$ cat src/logic/tlb_pkg.sv
package tlb_pkg;

  // ------------------------------
  // Sv39 address geometry
  // ------------------------------
  localparam int VADDR_W     = 39;
  localparam int PADDR_W     = 56;
  localparam int PG_IDX_W    = 12;
  localparam int VPN_W       = 27;
  localparam int PPN_W       = 44;
  localparam int PG_LEVELS   = 3;
  localparam int PG_LEVEL_W  = 9;
  localparam int LEVEL_W     = 2;

  // ------------------------------
  // TLB sizing
  // ------------------------------
  localparam int TLB_ENTRIES = 8;
  localparam int ENTRY_IDX_W = $clog2(TLB_ENTRIES);

  typedef logic [VPN_W-1:0]   vpn_t;
  typedef logic [PPN_W-1:0]   ppn_t;
  // 0 is a 4 KiB page, 1 a 2 MiB page, 2 a 1 GiB page
  typedef logic [LEVEL_W-1:0] level_t;

  typedef enum logic [1:0] {
    CMD_LOAD  = 2'd0,
    CMD_STORE = 2'd1,
    CMD_FETCH = 2'd2
  } cmd_t;

  // log2 of the access size in bytes
  typedef logic [1:0] size_t;

  typedef enum logic [1:0] {
    PRV_U = 2'd0,
    PRV_S = 2'd1,
    PRV_M = 2'd3
  } prv_t;

  typedef struct packed {
    logic u;
    logic r;
    logic w;
    logic x;
  } pte_flags_t;

  typedef struct packed {
    logic       valid;
    level_t     level;
    vpn_t       vpn;
    ppn_t       ppn;
    pte_flags_t flags;
  } tlb_entry_t;

  typedef enum logic [1:0] {
    ST_IDLE         = 2'd0,
    ST_WALK         = 2'd1,
    ST_WALK_FLUSHED = 2'd2
  } walk_state_t;

  // payload of one translation response, valid travels beside it
  typedef struct packed {
    logic [PADDR_W-1:0] paddr;
    logic               miss;
    logic               pf_ld;
    logic               pf_st;
    logic               pf_inst;
    logic               ma_ld;
    logic               ma_st;
  } tlb_resp_t;

endpackage

$ cat src/logic/tlb_dec_if.sv
`timescale 1ns/1ps

interface tlb_dec_if
  import tlb_pkg::*;
();

  logic               valid;
  logic [VADDR_W-1:0] vaddr;
  vpn_t               vpn;
  cmd_t               cmd;
  prv_t               prv;
  logic               misaligned;
  // translation applies to this request
  logic               vm_on;

  // decode stage drives the registered request
  modport src (
    output valid, vaddr, vpn, cmd, prv, misaligned, vm_on
  );

  // lookup and response stages only observe it
  modport dst (
    input valid, vaddr, vpn, cmd, prv, misaligned, vm_on
  );

endinterface

$ cat src/logic/tlb_hit_if.sv
`timescale 1ns/1ps

interface tlb_hit_if
  import tlb_pkg::*;
();

  logic       hit;
  logic       miss;
  // fields of the matching entry, zero when nothing hits
  ppn_t       ppn;
  level_t     level;
  pte_flags_t flags;

  // lookup stage produces these combinationally
  modport src (
    output hit, miss, ppn, level, flags
  );

  // response stage registers them
  modport dst (
    input hit, miss, ppn, level, flags
  );

endinterface

$ cat src/logic/oh_select.sv
`timescale 1ns/1ps

module oh_select #(
  parameter type T     = logic,
  parameter int  WORDS = 2
) (
  input  T                   i_data [WORDS],
  input  logic [WORDS-1:0]   i_oh,
  output T                   o_selected
);

  T w_acc;

  // or of every word whose select bit is set
  always_comb begin
    w_acc = T'(0);
    for (int i = 0; i < WORDS; i++) begin
      if (i_oh[i]) begin
        w_acc = T'(w_acc | i_data[i]);
      end
    end
  end

  // a non one-hot select merges words, caller guarantees one-hot or zero
  assign o_selected = w_acc;

endmodule

$ cat src/logic/tlb_req_decode.sv
`timescale 1ns/1ps

module tlb_req_decode
  import tlb_pkg::*;
(
  input  logic               i_clk,
  input  logic               i_reset_n,

  input  logic               i_req_valid,
  input  logic [VADDR_W-1:0] i_req_vaddr,
  input  cmd_t               i_req_cmd,
  input  size_t              i_req_size,

  input  prv_t               i_status_prv,
  input  logic               i_satp_mode_on,

  tlb_dec_if.src             o_dec
);

  logic [2:0]         w_size_mask;
  logic               w_misaligned;
  logic               w_vm_on;

  logic               r_valid;
  logic [VADDR_W-1:0] r_vaddr;
  cmd_t               r_cmd;
  prv_t               r_prv;
  logic               r_misaligned;
  logic               r_vm_on;

  // byte offset bits that must be zero for the given size
  assign w_size_mask  = 3'b111 >> (2'd3 - i_req_size);
  assign w_misaligned = |(i_req_vaddr[2:0] & w_size_mask);

  // machine mode always bypasses translation
  assign w_vm_on = i_satp_mode_on && (i_status_prv != PRV_M);

  always_ff @(posedge i_clk or negedge i_reset_n) begin
    if (!i_reset_n) begin
      r_valid <= 1'b0;
    end else begin
      r_valid <= i_req_valid;
    end
  end

  always_ff @(posedge i_clk) begin
    r_vaddr      <= i_req_vaddr;
    r_cmd        <= i_req_cmd;
    r_prv        <= i_status_prv;
    r_misaligned <= w_misaligned;
    r_vm_on      <= w_vm_on;
  end

  assign o_dec.valid      = r_valid;
  assign o_dec.vaddr      = r_vaddr;
  assign o_dec.vpn        = r_vaddr[VADDR_W-1:PG_IDX_W];
  assign o_dec.cmd        = r_cmd;
  assign o_dec.prv        = r_prv;
  assign o_dec.misaligned = r_misaligned;
  assign o_dec.vm_on      = r_vm_on;

endmodule

$ cat src/logic/tlb_lookup.sv
`timescale 1ns/1ps

module tlb_lookup
  import tlb_pkg::*;
(
  input  logic        i_clk,
  input  logic        i_reset_n,

  input  logic        i_sfence_valid,

  input  logic        i_ptw_resp_valid,
  input  vpn_t        i_ptw_resp_vpn,
  input  ppn_t        i_ptw_resp_ppn,
  input  level_t      i_ptw_resp_level,
  input  pte_flags_t  i_ptw_resp_flags,

  tlb_dec_if.dst      i_dec,

  output logic        o_ptw_req_valid,
  output vpn_t        o_ptw_req_vpn,

  tlb_hit_if.src      o_hit
);

  tlb_entry_t                  r_entries [TLB_ENTRIES];
  logic [ENTRY_IDX_W-1:0]      r_victim;
  walk_state_t                 r_state;
  logic                        r_walk_open;

  logic [TLB_ENTRIES-1:0]      w_hit_vec;
  logic                        w_hit;
  logic                        w_miss;
  logic                        w_refill;
  logic [ENTRY_IDX_W-1:0]      w_hit_idx;
  ppn_t                        w_entry_ppn [TLB_ENTRIES];
  pte_flags_t                  w_entry_flags [TLB_ENTRIES];

  // ------------------------------
  // level-aware tag match
  // ------------------------------
  for (genvar e = 0; e < TLB_ENTRIES; e++) begin : g_entry
    logic [PG_LEVELS-1:0] w_field_match;

    for (genvar lvl = 0; lvl < PG_LEVELS; lvl++) begin : g_level
      // superpages ignore the vpn fields below their level
      assign w_field_match[lvl] =
        (r_entries[e].level > level_t'(lvl)) ||
        (r_entries[e].vpn[lvl*PG_LEVEL_W +: PG_LEVEL_W] ==
         i_dec.vpn[lvl*PG_LEVEL_W +: PG_LEVEL_W]);
    end

    assign w_hit_vec[e]     = r_entries[e].valid && i_dec.vm_on && (&w_field_match);
    assign w_entry_ppn[e]   = r_entries[e].ppn;
    assign w_entry_flags[e] = r_entries[e].flags;
  end

  assign w_hit  = |w_hit_vec;
  assign w_miss = i_dec.valid && i_dec.vm_on && !w_hit;

  oh_select #(.T(ppn_t), .WORDS(TLB_ENTRIES)) u_ppn_sel (
    .i_data     (w_entry_ppn),
    .i_oh       (w_hit_vec),
    .o_selected (o_hit.ppn)
  );

  oh_select #(.T(pte_flags_t), .WORDS(TLB_ENTRIES)) u_flags_sel (
    .i_data     (w_entry_flags),
    .i_oh       (w_hit_vec),
    .o_selected (o_hit.flags)
  );

  // index of the hitting entry when there is a hit
  always_comb begin
    w_hit_idx = '0;
    for (int e = 0; e < TLB_ENTRIES; e++) begin
      if (w_hit_vec[e]) begin
        w_hit_idx = ENTRY_IDX_W'(e);
      end
    end
  end

  assign o_hit.hit   = w_hit;
  assign o_hit.miss  = w_miss;
  assign o_hit.level = w_hit ? r_entries[w_hit_idx].level : '0;

  // ------------------------------
  // walk FSM
  // ------------------------------
  // only one walk at a time so later misses just report miss
  assign o_ptw_req_valid = w_miss && (r_state == ST_IDLE);
  assign o_ptw_req_vpn   = i_dec.vpn;

  always_ff @(posedge i_clk or negedge i_reset_n) begin
    if (!i_reset_n) begin
      r_state <= ST_IDLE;
    end else begin
      case (r_state)
        ST_IDLE: begin
          if (o_ptw_req_valid) begin
            r_state <= i_sfence_valid ? ST_WALK_FLUSHED : ST_WALK;
          end
        end
        ST_WALK: begin
          if (i_ptw_resp_valid) begin
            r_state <= ST_IDLE;
          end else if (i_sfence_valid) begin
            r_state <= ST_WALK_FLUSHED;
          end
        end
        ST_WALK_FLUSHED: begin
          // the answer belongs to a fenced mapping and is dropped
          if (i_ptw_resp_valid) begin
            r_state <= ST_IDLE;
          end
        end
        default: begin
          r_state <= ST_IDLE;
        end
      endcase
    end
  end

  // set by a walk request and cleared by the walker answer
  always_ff @(posedge i_clk or negedge i_reset_n) begin
    if (!i_reset_n) begin
      r_walk_open <= 1'b0;
    end else if (o_ptw_req_valid) begin
      r_walk_open <= 1'b1;
    end else if (i_ptw_resp_valid) begin
      r_walk_open <= 1'b0;
    end
  end

  // ------------------------------
  // refill, replacement and fence
  // ------------------------------
  assign w_refill = i_ptw_resp_valid && (r_state == ST_WALK);

  always_ff @(posedge i_clk or negedge i_reset_n) begin
    if (!i_reset_n) begin
      for (int e = 0; e < TLB_ENTRIES; e++) begin
        r_entries[e] <= '0;
      end
      r_victim <= '0;
    end else begin
      if (w_refill) begin
        r_entries[r_victim] <= '{valid: 1'b1,
                                 level: i_ptw_resp_level,
                                 vpn:   i_ptw_resp_vpn,
                                 ppn:   i_ptw_resp_ppn,
                                 flags: i_ptw_resp_flags};
        // round robin
        r_victim <= r_victim + 1'b1;
      end
      // fence wins over a refill in the same cycle
      if (i_sfence_valid) begin
        for (int e = 0; e < TLB_ENTRIES; e++) begin
          r_entries[e].valid <= 1'b0;
        end
      end
    end
  end

  a_hit_onehot: assert property (@(posedge i_clk) disable iff (!i_reset_n)
    i_dec.valid |-> $onehot0(w_hit_vec))
    else $error("multiple TLB entries hit");

  a_one_walk: assert property (@(posedge i_clk) disable iff (!i_reset_n)
    o_ptw_req_valid |-> !r_walk_open)
    else $error("walk request while a walk is outstanding");

endmodule

$ cat src/logic/tlb_resp_gen.sv
`timescale 1ns/1ps

module tlb_resp_gen
  import tlb_pkg::*;
(
  input  logic               i_clk,
  input  logic               i_reset_n,

  input  logic               i_status_sum,
  input  logic               i_status_mxr,

  tlb_dec_if.dst             i_dec,
  tlb_hit_if.dst             i_hit,

  output logic               o_resp_valid,
  output logic [PADDR_W-1:0] o_resp_paddr,
  output logic               o_resp_miss,
  output logic               o_resp_pf_ld,
  output logic               o_resp_pf_st,
  output logic               o_resp_pf_inst,
  output logic               o_resp_ma_ld,
  output logic               o_resp_ma_st
);

  ppn_t      w_ppn;
  logic      w_priv_ok;
  logic      w_readable;
  tlb_resp_t w_resp;

  logic      r_valid;
  tlb_resp_t r_resp;

  // superpage ppn takes its low fields from the vaddr
  always_comb begin
    w_ppn = i_hit.ppn;
    for (int lvl = 0; lvl < PG_LEVELS - 1; lvl++) begin
      if (i_hit.level > level_t'(lvl)) begin
        w_ppn[lvl*PG_LEVEL_W +: PG_LEVEL_W] =
          i_dec.vaddr[PG_IDX_W + lvl*PG_LEVEL_W +: PG_LEVEL_W];
      end
    end
  end

  // sum only opens user pages to loads and stores, never to fetch
  assign w_priv_ok = ((i_dec.prv == PRV_S) && !i_hit.flags.u) ||
                     ((i_dec.prv == PRV_S) && i_status_sum && i_hit.flags.u &&
                      (i_dec.cmd != CMD_FETCH)) ||
                     ((i_dec.prv == PRV_U) && i_hit.flags.u);

  assign w_readable = i_hit.flags.r || (i_hit.flags.x && i_status_mxr);

  always_comb begin
    w_resp.paddr   = i_dec.vm_on ? {w_ppn, i_dec.vaddr[PG_IDX_W-1:0]}
                                 : PADDR_W'(i_dec.vaddr);
    w_resp.miss    = i_hit.miss;
    w_resp.pf_ld   = i_hit.hit && (i_dec.cmd == CMD_LOAD) && (!w_priv_ok || !w_readable);
    w_resp.pf_st   = i_hit.hit && (i_dec.cmd == CMD_STORE) && (!w_priv_ok || !i_hit.flags.w);
    w_resp.pf_inst = i_hit.hit && (i_dec.cmd == CMD_FETCH) && (!w_priv_ok || !i_hit.flags.x);
    w_resp.ma_ld   = i_dec.misaligned && (i_dec.cmd == CMD_LOAD);
    w_resp.ma_st   = i_dec.misaligned && (i_dec.cmd == CMD_STORE);
  end

  always_ff @(posedge i_clk or negedge i_reset_n) begin
    if (!i_reset_n) begin
      r_valid <= 1'b0;
    end else begin
      r_valid <= i_dec.valid;
    end
  end

  always_ff @(posedge i_clk) begin
    r_resp <= w_resp;
  end

  assign o_resp_valid   = r_valid;
  assign o_resp_paddr   = r_resp.paddr;
  assign o_resp_miss    = r_resp.miss;
  assign o_resp_pf_ld   = r_resp.pf_ld;
  assign o_resp_pf_st   = r_resp.pf_st;
  assign o_resp_pf_inst = r_resp.pf_inst;
  assign o_resp_ma_ld   = r_resp.ma_ld;
  assign o_resp_ma_st   = r_resp.ma_st;

  a_miss_no_pf: assert property (@(posedge i_clk) disable iff (!i_reset_n)
    o_resp_valid |-> !(o_resp_miss && (o_resp_pf_ld || o_resp_pf_st || o_resp_pf_inst)))
    else $error("response shows miss and page fault together");

endmodule

$ cat src/logic/tlb_top.sv
`timescale 1ns/1ps

module tlb_top
  import tlb_pkg::*;
(
  input  logic               i_clk,
  input  logic               i_reset_n,

  // request
  input  logic               i_req_valid,
  input  logic [VADDR_W-1:0] i_req_vaddr,
  input  cmd_t               i_req_cmd,
  input  size_t              i_req_size,

  // status
  input  prv_t               i_status_prv,
  input  logic               i_status_sum,
  input  logic               i_status_mxr,
  input  logic               i_satp_mode_on,
  input  logic               i_sfence_valid,

  // page table walker
  output logic               o_ptw_req_valid,
  output vpn_t               o_ptw_req_vpn,
  input  logic               i_ptw_resp_valid,
  input  vpn_t               i_ptw_resp_vpn,
  input  ppn_t               i_ptw_resp_ppn,
  input  level_t             i_ptw_resp_level,
  input  pte_flags_t         i_ptw_resp_flags,

  // response, two cycles after the request
  output logic               o_resp_valid,
  output logic [PADDR_W-1:0] o_resp_paddr,
  output logic               o_resp_miss,
  output logic               o_resp_pf_ld,
  output logic               o_resp_pf_st,
  output logic               o_resp_pf_inst,
  output logic               o_resp_ma_ld,
  output logic               o_resp_ma_st
);

  tlb_dec_if dec_if ();
  tlb_hit_if hit_if ();

  tlb_req_decode u_decode (
    .i_clk          (i_clk),
    .i_reset_n      (i_reset_n),
    .i_req_valid    (i_req_valid),
    .i_req_vaddr    (i_req_vaddr),
    .i_req_cmd      (i_req_cmd),
    .i_req_size     (i_req_size),
    .i_status_prv   (i_status_prv),
    .i_satp_mode_on (i_satp_mode_on),
    .o_dec          (dec_if)
  );

  tlb_lookup u_lookup (
    .i_clk            (i_clk),
    .i_reset_n        (i_reset_n),
    .i_sfence_valid   (i_sfence_valid),
    .i_ptw_resp_valid (i_ptw_resp_valid),
    .i_ptw_resp_vpn   (i_ptw_resp_vpn),
    .i_ptw_resp_ppn   (i_ptw_resp_ppn),
    .i_ptw_resp_level (i_ptw_resp_level),
    .i_ptw_resp_flags (i_ptw_resp_flags),
    .i_dec            (dec_if),
    .o_ptw_req_valid  (o_ptw_req_valid),
    .o_ptw_req_vpn    (o_ptw_req_vpn),
    .o_hit            (hit_if)
  );

  tlb_resp_gen u_resp_gen (
    .i_clk          (i_clk),
    .i_reset_n      (i_reset_n),
    .i_status_sum   (i_status_sum),
    .i_status_mxr   (i_status_mxr),
    .i_dec          (dec_if),
    .i_hit          (hit_if),
    .o_resp_valid   (o_resp_valid),
    .o_resp_paddr   (o_resp_paddr),
    .o_resp_miss    (o_resp_miss),
    .o_resp_pf_ld   (o_resp_pf_ld),
    .o_resp_pf_st   (o_resp_pf_st),
    .o_resp_pf_inst (o_resp_pf_inst),
    .o_resp_ma_ld   (o_resp_ma_ld),
    .o_resp_ma_st   (o_resp_ma_st)
  );

endmodule

$ cat config.mk
export PLATFORM = sky130hd
export DESIGN_NAME = tlb_top
export DESIGN_NICKNAME = d
export VERILOG_FILES = /design/src/logic/tlb_pkg.sv /design/src/logic/tlb_dec_if.sv /design/src/logic/tlb_hit_if.sv /design/src/logic/oh_select.sv /design/src/logic/tlb_req_decode.sv /design/src/logic/tlb_lookup.sv /design/src/logic/tlb_resp_gen.sv /design/src/logic/tlb_top.sv
export SDC_FILE = /design/constraint.sdc
export NUM_CORES = 1
export LEC_CHECK = 0
export BUFFER_PORTS_ARGS = -buffer_cell sky130_fd_sc_hd__buf_2
export CAP_MARGIN = 20
export CORE_ASPECT_RATIO = 0.75
export CORE_MARGIN = 1
export CORE_UTILIZATION = 46
export DETAILED_ROUTE_END_ITERATION = 8
export GPL_TIMING_DRIVEN = 0
export RECOVER_POWER = 100
export SLEW_MARGIN = 5
export SYNTH_ARGS = -nofsm -noshare
export SYNTH_HDL_FRONTEND = slang
export SYNTH_SLANG_ARGS = --single-unit
export TNS_END_PERCENT = 30
$ cat constraint.sdc
create_clock -name i_clk -period 9.2 [get_ports i_clk]
set_input_delay 0.46 -clock i_clk [delete_from_list [all_inputs] [get_ports i_clk]]
set_output_delay 0.46 -clock i_clk [all_outputs]
set_load 0.05 [all_outputs]
Word level (Yosys, flattened, before mapping)

Cells that the tools add are included.
W data, S select, Z words.

Input bits: 130
Output and inout port bits: 91
Flip-flop bits (word level): 738
Logic and storage cells: 299

Add/subtract/negate cells: 2
Mux-type cells: 48
Reductions and logical operators: 87
Bitwise logic cells: 17
Shift-type cells: 1
Equality and inequality tests: 34
Order comparisons: 29

Operators with widths:

| cell                 | number |
|---|---|
| $bwmux W624          | 1 |
| $mux W624            | 1 |
| $mux W44             | 8 |
| $or A44 B44 Y44      | 7 |
| $bmux W78 S3         | 1 |
| $demux W78 S3        | 1 |
| $eq A9 B9 Y1         | 24 |
| $mux W77             | 2 |
| $mux W78             | 1 |
| $mux W39             | 1 |
| $gt A2 B1 Y1 const B | 18 |
| $logic_and A1 B1 Y1  | 36 |
| $mux W4              | 8 |
| $logic_or A1 B1 Y1   | 30 |
| $or A4 B4 Y4         | 7 |
| $reduce_and A3 Y1    | 9 |
| $mux W3              | 6 |
| $mux W9              | 2 |
| $gt A2 B2 Y1 const B | 8 |
| $mux W2              | 6 |
| $mux W1              | 9 |
| $ge A4 B4 Y1 const B | 2 |
| $ne A2 B2 Y1 const B | 4 |
| $not A3 Y4           | 2 |
| other kinds (14)     | 24 |

Depth between registers and ports, before layout

Gate-level depths: netlist of run 1.

Depth after elaboration: 26
Gate-level depth with buffers: 14
Depth with buffers taken out: 12

Cells and area by module

From an unflattened synthesis of run 1, not the netlist that was laid out.

Cell total of the unflattened synthesis: 2,244
Area total of the unflattened synthesis: 31,850.5 um^2

Modules (own cells, without submodules):

| module                           | cells each | instances | seq. area each (um^2) | area an instance (um^2) |
|---|---|---|---|---|
| tlb_lookup                       | 1,757      | 1         | 15,740.1              | 26,447.9 |
| oh_select (u_lookup.u_ppn_sel)   | 260        | 1         | 0.0                   | 2,263.4 |
| tlb_resp_gen                     | 129        | 1         | 1,266.2               | 1,839.3 |
| tlb_req_decode                   | 78         | 1         | 925.9                 | 1,154.9 |
| oh_select (u_lookup.u_flags_sel) | 20         | 1         | 0.0                   | 145.1 |

Least setup slack after synthesis of run 1

No wires, ideal clock.

Path type: flip-flop to output port
Start: register u_decode.r_vaddr[16], in the netlist u_decode.o_dec.vaddr[16]
End: output o_ptw_req_valid
Path slack: 5,281 ps
Cell stages (with the launch flop): 11
Data required time: 8,740 ps
Data arrival time: 3,459 ps
Path buffers: 1
Cell sequence: dfxtp_1 -> buf_2 -> xor2_1 -> nor3_1 -> a41o_1 -> a41oi_1 -> nor2_1 -> or4_1 -> nor4_1 -> nand3_1 -> nor3_1

Longest elaborated chain between the ends: 8
Elaborated cells between the ends (all ways): 36
Those cells by class: eq/ne (8); reduce/logical (28)

Ends and longest elaborated chain:

| item                     | RTL line             | source |
|---|---|---|
| start: declaration       | tlb_req_decode.sv:25 | `logic [VADDR_W-1:0] r_vaddr;` |
| start signal: assignment | tlb_req_decode.sv:47 | `r_vaddr <= i_req_vaddr;` |
| $eq A9 B9 Y1             | tlb_lookup.sv:48     | `(r_entries[e].vpn[lvl*PG_LEVEL_W +: PG_LEVEL_W] ==` |
| $logic_or A1 B1 Y1       | tlb_lookup.sv:47     | `(r_entries[e].level > level_t'(lvl)) \|\|` |
| $reduce_and A3 Y1        | tlb_lookup.sv:52     | `assign w_hit_vec[e] = r_entries[e].valid && i_dec.vm_on && (&w_field_match);` |
| $logic_and A1 B1 Y1      | tlb_lookup.sv:52     |  |
| $reduce_or A8 Y1 (*)     | tlb_lookup.sv:57     | `assign w_hit = \|w_hit_vec;` |
| $logic_not A1 Y1 (*)     | tlb_lookup.sv:58     | `assign w_miss = i_dec.valid && i_dec.vm_on && !w_hit;` |
| $logic_and A1 B1 Y1 (*)  | tlb_lookup.sv:58     |  |
| $logic_and A1 B1 Y1 (*)  | tlb_lookup.sv:90     | `assign o_ptw_req_valid = w_miss && (r_state == ST_IDLE);` |
| end: declaration         | tlb_top.sv:23        | `output logic o_ptw_req_valid,` |

Every way passes the cells marked *; elsewhere a longest branch is shown, timed or not.

==> summary.md, run 1 <==
| Metric | Value |
|---|---|
| Final Hold Viols | `0` |
| Max clock buf depth | `3` |
| Die Ht | `226 um` |
| Worst-Skew Late Latency | `0.62 ns` |
| Max FO, Critical Path | `10` |
| Tcrit/Tclk final | `78.6%` |
| DIE AREA | `67,800 um^2` |
| Fin crit period | `7.23 ns` |
| Max Clock Skew | `0.0160 ns` |
| Yosys reg bits | `738` |
| I/O Buffers | `220` |
| GRT Resource Usage Total | `26.5%` |
| Setup CP Type | `reg2reg` |
| Cell Rows | `81` |
| Critical Path RT | `9.69 ns` |
| Routed len/inst | `25.4 um` |
| Fin Hold WS | `0.120 ns` |
| Post-Syn Area | `30,700 um^2` |
| Dpl hpwl | `60,400 um` |
| Gate family responsible for the most delay along the worst path | `compound AO/OA/AOI/OAI gates` |
| Crit-path max cell delay | `1.33 ns` |
| Antenna-violating nets left | `0` |
| Synth top area cells | `dfrtp_1 51%, mux2_2 23%, dfxtp_1 7.0%, xnor2_1 3.2%, xor2_1 3.0%` |
| Synth-to-Final Area Change | `16.9%` |
| Top-area cell type share of the netlist area | `51.4%` |
| RePlAce Congestion | `0.864` |
| Max Freq | `0.138 GHz` |
| Cts repair resizes | `0` |
| CP Cell Sequence | `clkbuf_1 -> xnor2_1 -> nand4_1 -> nor4_1 -> a41oi_1 -> nor3_1 -> clkbuf_1 -> a211o_1 -> mux4_2 -> a211oi_1 -> o2111ai_1 -> mux2_1` |
| Placed cell count | `3,288` |
| Initial antenna violation count | `9` |
| Worst R2R Path Depth | `12` |
| Syn Inst Count | `2,189` |
| Initial Util | `46.8%` |
| Total power draw | `8.62 mW` |
| CP arrival | `7.72 ns` |
| Vias in the first global route | `20,605` |
| Slowest CP cell | `a211oi_1` |
| Finished Layout Cells | `3,473` |
| Max-Cap Viols | `4` |
| Initial detailed-routing violation count | `1,463` |
| DRC errors left | `0` |
| EDFF count, synth | `0` |
| Commonest cells in the synthesized netlist | `631 x dfrtp_1, 628 x mux2_2, 113 x xnor2_1, 107 x dfxtp_1, 105 x xor2_1` |
| Final Max Slew Viols | `109` |
| Top-count cell post-synth | `dfrtp_1` |
| CP most frequent cell | `clkbuf_1` |
| Post-Syn Nets | `2,320` |
| Finished Core Util | `54.8%` |
| Hold Crit Class | `in2reg` |
| Die Wd | `300 um` |
| Nets | `2,670` |
| Netlist cell types | `57` |
| Fillers | `5,499` |
| Largest net degree at the start of global routing | `121` |
| Crit end category | `register` |
| First-pass GRT wire length | `132,000 um` |
| Core area | `65,600 um^2` |
| Io pins | `221` |
| Sequential-to-total area share from yosys stat | `58.4%` |
| Main combinational cell family by area after synthesis | `multiplexers` |
| Critical path depth | `12` |
| Worst path bufs/invs | `2` |
| Asr flop ratio synth | `85.5%` |
| Worst-path clk slew | `0.06 ns` |
| Vias | `19,771` |
| First-pass DRT Iterations | `9` |
| Synthesized area per cell | `14.0 um^2` |
| Worst slew margin | `-210%` |
| Portion of netlist area occupied by mux cells | `23.2%` |
| CTS tree | `yes` |
| Leak Pwr | `16.8 nW` |
| Clk root buf | `clkbuf_16` |
| Peak supply drop | `0.133 mV` |
| Cell Pwr Density | `240 nW/um^2` |
| Failing checks | `max-capacitance violations, max-slew violations` |
| TritonCTS Buffers | `75` |
| Fraction of the mapped netlist area in adder cells | `0.0407%` |
| Post-Synth XOR/XNOR Area | `6.22%` |
| Hold path cells | `3` |
| Vias per cell | `5.69` |
| Overall routed net length | `88,200 um` |
| Setup violators final | `0` |
| Primary FF master, synth | `dfrtp_1` |
| Synth Area in Simple Gates | `3.45%` |
| Yosys top cell by area | `dfrtp_1` |
| Placement Setup Slack | `3.84 ns` |
| YS warnings | `0` |
| Setup ws final | `1.97 ns` |
| Worst slew pin tran | `4.66 ns` |
| Fraction of layout cells with a size suffix above 1 | `35.8%` |
| Clk sinks | `738` |
| Critical path launch point type | `register` |
| Gr ovfl total | `0` |
| Status | `finished, violations left` |
| CTS H-tree lvls | `3` |
| Unrepaired setup endpoints after global routing | `no` |
| Post-synthesis compound-gate area fraction | `6.09%` |
## where the power goes
| group | total [mW] | leakage (nW) | switching, mW | internal (mW) |
|---|---|---|---|---|
| registers | 4.25 | 9.44 | 0.370 | 3.88 |
| logic | 1.22 | 6.05 | 0.540 | 0.680 |
| clock network | 3.15 | 1.27 | 1.29 | 1.85 |
| total | 8.62 | 16.8 | 2.20 | 6.41 |
## registers in the layout, indices dropped and copies added (netlist names), 2 cells and up
name,cells
u_lookup.r_entries,624
u_decode.o_dec.vaddr,39
u_decode.o_dec.prv,2
u_resp_gen.o_resp_paddr,56
u_lookup.r_state,2
u_decode.o_dec.cmd,2
u_lookup.r_victim,3
## cell families after synthesis
logic type / after synthesis
adder cells (fa/ha/maj): 1
multiplexers: 632
AO/OA/AOI/OAI: 231
XOR/XNOR: 218
flip-flops: 738
AND/OR/NAND/NOR: 196
buffers and inverters: 173
## worst reg2reg max path: cells and delay by family, from the launching register on
family                    cells  cell delay, ns
muxes                         2            1.15
DFF                           1            0.33
buffers and inverters         2            0.85
AOI/OAI and AO/OA             4            2.98
and+or+nand+nor               3            1.54
xor gates and xnor gates      1            0.24
## cell type report
class,instances,area (um^2),area share [%]
multi-input combinational,1278,12000,33.3
inverter,7,26.3,0.0732
buffer,166,766,2.13
tap,871,1090,3.04
clock inverter,25,240,0.669
timing repair buffer,273,1580,4.40
clock buffer,113,2310,6.43
antenna,2,5.00,0.0139
sequential,738,17900,49.9
## path summary, 6_finish.rpt
| path | startpoint | endpoint | slack (ns) |
|---|---|---|---|
| hold / removal | i_req_size[1] | u_decode.o_dec.misaligned$_DFF_P_ | 0.12 |
| setup / recovery | u_decode.o_dec.vaddr[38]$_DFF_P_ | u_resp_gen.o_resp_paddr[17]$_DFF_P_ | 1.97 |
| hold reg to reg | u_decode.o_dec.vaddr[5]$_DFF_P_ | u_resp_gen.o_resp_paddr[5]$_DFF_P_ | 0.32 |
| min in group asynchronous | i_reset_n | u_lookup.r_entries[54]$_DFFE_PN0P_ | 2.06 |
| setup reg to reg | u_decode.o_dec.vaddr[38]$_DFF_P_ | u_resp_gen.o_resp_paddr[17]$_DFF_P_ | 1.97 |
| max in group asynchronous | i_reset_n | u_lookup.r_entries[483]$_DFFE_PN0P_ | 3.57 |
## placed cells by master (no fill, tap or decap), drive strengths merged, types with 7 or more instances in the layout
| cell type | instances |
|---|---|
| dfrtp | 631 |
| mux2 | 628 |
| clkbuf | 323 |
| buf | 184 |
| xnor2 | 113 |
| dfxtp | 107 |
| xor2 | 105 |
| a22oi | 85 |
| nand4 | 45 |
| dlygate4sd3 | 45 |
| nand2 | 30 |
| a222oi | 28 |
| nor4 | 27 |
| nand3 | 27 |
| nor2 | 26 |
| a22o | 26 |
| a221oi | 26 |
| a21oi | 22 |
| clkinv | 16 |
| nor3 | 13 |
| nor2b | 11 |
| inv | 11 |
| a41oi | 7 |
## metrics by stage
stage          setup TNS, ns  area, um^2
2_1_floorplan              0       30700
3_3_place_gp        -3242.70       32900
3_5_place_dp               0       33100
4_1_cts                    0       36100
5_1_grt                    0       35900
6_report                   0       35900
## routing by layer
| metal | global-route usage (%) | up-vias | wire length [um] |
|---|---|---|---|
| met3 | 6.45 | 156 | 6420 |
| met4 | 7.98 | 12 | 2500 |
| met2 | 39.4 | 581 | 38600 |
| met5 | 0 | - | 74 |
| li1 | - | 8646 | - |
| met1 | 38.1 | 10376 | 40600 |
## what timing repair did
item / CTS / global route
buffers inserted: 0 / 0
hold buffers: 45 / 0
endpoints found under the hold margin: 127 / 0
endpoints found under the setup margin: 0 / 0
Note: power is estimated with default switching activity, not from simulation.
==> inputs of run 2 (changes only) <==
- ABC_AREA: default -> 1
- clock period: 9.2 -> 6.78 ns (I/O delays scaled with it)
==> summary.md, run 2 <==
| Metric | Value |
|---|---|
| Max-Cap Viols | `1` |
| Yosys reg bits | `738` |
| Initial antenna violation count | `1` |
| Io pins | `221` |
| Setup Fix Bufs, Post-CTS | `0` |
| Synth-to-Final Area Change | `16.9%` |
| Post-Syn Area | `30,900 um^2` |
| Placed cell count | `4,523` |
| Gr ovfl total | `0` |
| Max Freq | `0.190 GHz` |
| Post-Syn Nets | `3,557` |
| Worst R2R Start | `u_decode.o_dec.vaddr[14]$_DFF_P_` |
| Setup CP Type | `reg2reg` |
| Portion of netlist area occupied by mux cells | `0%` |
| Fraction of layout cells with a size suffix above 1 | `9.53%` |
| EDFF count, synth | `0` |
| I/O Buffers | `219` |
| DRC errors left | `30` |
| Max Clock Skew | `0.0234 ns` |
| Peak supply drop | `0.240 mV` |
| Worst slew margin | `-91.8%` |
| Status | `finished, violations left` |
| Routed len/inst | `22.7 um` |
| Commonest non-fill, non-tap cell in the layout | `nand2_1` |
| Antenna-violating nets left | `0` |
| Crit-path max cell delay | `0.82 ns` |
| Nets | `3,907` |
| Hold Crit Class | `in2reg` |
| Setup violators final | `0` |
| Hold_buf cts | `48` |
| Largest net degree at the start of global routing | `112` |
| Top-count cell post-synth | `nand2_1` |
| Gate family responsible for the most delay along the worst path | `buffers and inverters` |
| Worst hold start | `i_status_mxr` |
| Placement Setup Slack | `2.72 ns` |
| Asr flop ratio synth | `85.5%` |
| CTS tree | `yes` |
| Failing checks | `design-rule violations, max-capacitance violations, max-slew violations` |
| Clk root buf | `clkbuf_16` |
| Tcrit/Tclk final | `77.5%` |
| Synth Area in Simple Gates | `16.9%` |
| Unrepaired setup endpoints after global routing | `no` |
| Crit end category | `register` |
| TritonCTS Buffers | `74` |
| Cts repair resizes | `0` |
| Cell Rows | `81` |
| Cell Pwr Density | `396 nW/um^2` |
| First-pass DRT Iterations | `8` |
| Max FO, Critical Path | `10` |
| Finished Layout Cells | `4,703` |
| CP arrival | `5.82 ns` |
| Commonest cells in the synthesized netlist | `1,039 x nand2_1, 641 x o21ai_0, 631 x dfrtp_1, 162 x inv_1, 149 x clkbuf_1` |
| Vias | `26,124` |
| Vias in the first global route | `24,475` |
| Final Max Slew Viols | `111` |
| Register Area | `17,900 um^2` |
| Core area | `65,800 um^2` |
| Die Wd | `301 um` |
| Sequential-to-total area share from yosys stat | `58.1%` |
| First-pass GRT wire length | `158,000 um` |
| Worst slew pin tran | `2.88 ns` |
| Setup ws final | `1.53 ns` |
| Top-area cell type share of the netlist area | `51.1%` |
| Initial detailed-routing violation count | `3,107` |
| Post-Synth XOR/XNOR Area | `4.39%` |
| DIE AREA | `68,200 um^2` |
| Area of the multi-input gates | `11,100 um^2` |
| Overall routed net length | `107,000 um` |
| Dpl hpwl | `72,600 um` |
| Worst path bufs/invs | `5` |
| Max clock buf depth | `3` |
| Fraction of the mapped netlist area in adder cells | `0.0405%` |
| Leak Pwr | `17.0 nW` |
| Clk sinks | `738` |
| Vias per cell | `5.55` |
| Internal | `9.84 mW` |
| Initial Util | `47.0%` |
| Main combinational cell family by area after synthesis | `simple AND/OR/NAND/NOR gates` |
| CTS H-tree lvls | `3` |
| Biggest register | `u_lookup.r_entries` |
| Synth top area cells | `dfrtp_1 51%, nand2_1 13%, o21ai_0 10%, dfxtp_1 6.9%, xnor2_1 2.3%` |
| Switching Fraction | `31.2%` |
| Syn Inst Count | `3,426` |
| Post-synthesis compound-gate area fraction | `14.7%` |
| Fin crit period | `5.25 ns` |
| Critical Path RT | `7.34 ns` |
| Die Ht | `226 um` |
| Comb power frac | `19.5%` |
| Netlist cell types | `53` |
| GRT Resource Usage Total | `31.8%` |
| Crit. Startpoint | `u_decode.o_dec.vaddr[14]$_DFF_P_` |
| RePlAce Congestion | `0.935` |
| # diodes | `0` |
| Primary FF master, synth | `dfrtp_1` |
| CP most frequent cell | `clkbuf_1` |
| YS warnings | `0` |
| Worst-Skew Late Latency | `0.64 ns` |
| Yosys top cell by area | `dfrtp_1` |
| CP Cell Sequence | `clkbuf_1 -> xor2_1 -> nor4_1 -> nand4_1 -> a21oi_1 -> nand2_1 -> clkbuf_1 -> inv_1 -> clkbuf_1 -> clkbuf_1 -> a221oi_1 -> nand2_1` |
| Critical path launch point type | `register` |
| Synthesized area per cell | `9.02 um^2` |
| NetSw | `4.46 mW` |
| Fillers | `6,252` |
| Worst-path clk slew | `0.06 ns` |
| Seq pwr share | `49.9%` |
| Most frequent cells in the layout | `1,043 x nand2_1, 650 x o21ai_0, 631 x dfrtp_1` |
| Final Hold Viols | `0` |
| Slowest CP cell | `clkbuf_1` |
| Max reg flops | `624` |
| Clock power share | `30.6%` |
-- run 2: kinds of logic (layout without fill, tap and decap cells) --
family,after synthesis,count (layout)
adders and majority gates,1,1
DFF,738,738
AOI/OAI and AO/OA,823,823
buffers and inverters,419,825
and+or+nand+nor,1290,1290
xor gates and xnor gates,155,155
-- run 2: layer usage --
metal / wire length [um] / global-route usage [%]
met3: 12400 / 9.91
met4: 3310 / 10.1
met1: 47400 / 47.1
met5: 151 / 1.66
met2: 43500 / 43.6
-- run 2: power groups by stage --
stage / clock, mW / combinational (mW) / sequential [mW]
finish: 4.37 / 2.79 / 7.14
floorplan: 0 / 2.02 / 6.97
global route: 4.58 / 3.24 / 7.33
CTS: 4.41 / 2.80 / 7.10
global placement: 0 / 2.66 / 7.13
detailed placement: 0 / 2.77 / 7.15
-- run 2: path summary, 6_finish.rpt --
path                                                                to  slack (ns)  depth (start not counted)
worst max-delay path            u_resp_gen.o_resp_paddr[54]$_SDFF_PN0_        1.53                         12
worst min-delay path                   u_resp_gen.o_resp_pf_ld$_DFF_P_        0.03                          4
worst max register to register  u_resp_gen.o_resp_paddr[54]$_SDFF_PN0_        1.53                         12
worst min register to register      u_resp_gen.o_resp_paddr[3]$_DFF_P_        0.32                          0
max in group asynchronous          u_lookup.r_entries[351]$_DFFE_PN0P_        2.23                          7
min in group asynchronous          u_lookup.r_entries[144]$_DFFE_PN0P_        0.24                          2
-- run 2: worst reg2reg max path, cell delays in order, from the launching register on --
cell and delay [ns]:
dfxtp_1 0.32, clkbuf_1 0.76, xor2_1 0.14, nor4_1 0.44, nand4_1 0.34, a21oi_1 0.34
nand2_1 0.20, clkbuf_1 0.29, inv_1 0.47, clkbuf_1 0.82, clkbuf_1 0.65, a221oi_1 0.27
nand2_1 0.15
-- run 2: cell type report --
class,count,share of cell area [%]
Sequential cell,738,49.7
Clock buffer,106,6.11
Clock inverter,26,0.960
Inverter,185,1.95
Tap cell,871,3.02
Buffer,234,3.05
Timing Repair Buffer,274,4.51
Multi-Input combinational cell,2269,30.7
-- run 2: metrics by stage --
| stage | utilization (%) | hold slack, ns | total power [mW] | cell area, um^2 | TNS [ns] |
|---|---|---|---|---|---|
| 2_1_floorplan | - | 0.0434 | 8.99 | 30900 | 0 |
| 3_3_place_gp | 50.3 | 0.310 | 9.79 | 33100 | -5165.80 |
| 3_5_place_dp | 50.6 | 0.312 | 9.91 | 33300 | 0 |
| 4_1_cts | 55.2 | 0.0122 | 14.3 | 36300 | 0 |
| 5_1_grt | 54.9 | 0.0582 | 15.2 | 36100 | 0 |
| 6_report | 54.9 | 0.0322 | 14.3 | 36100 | 0 |
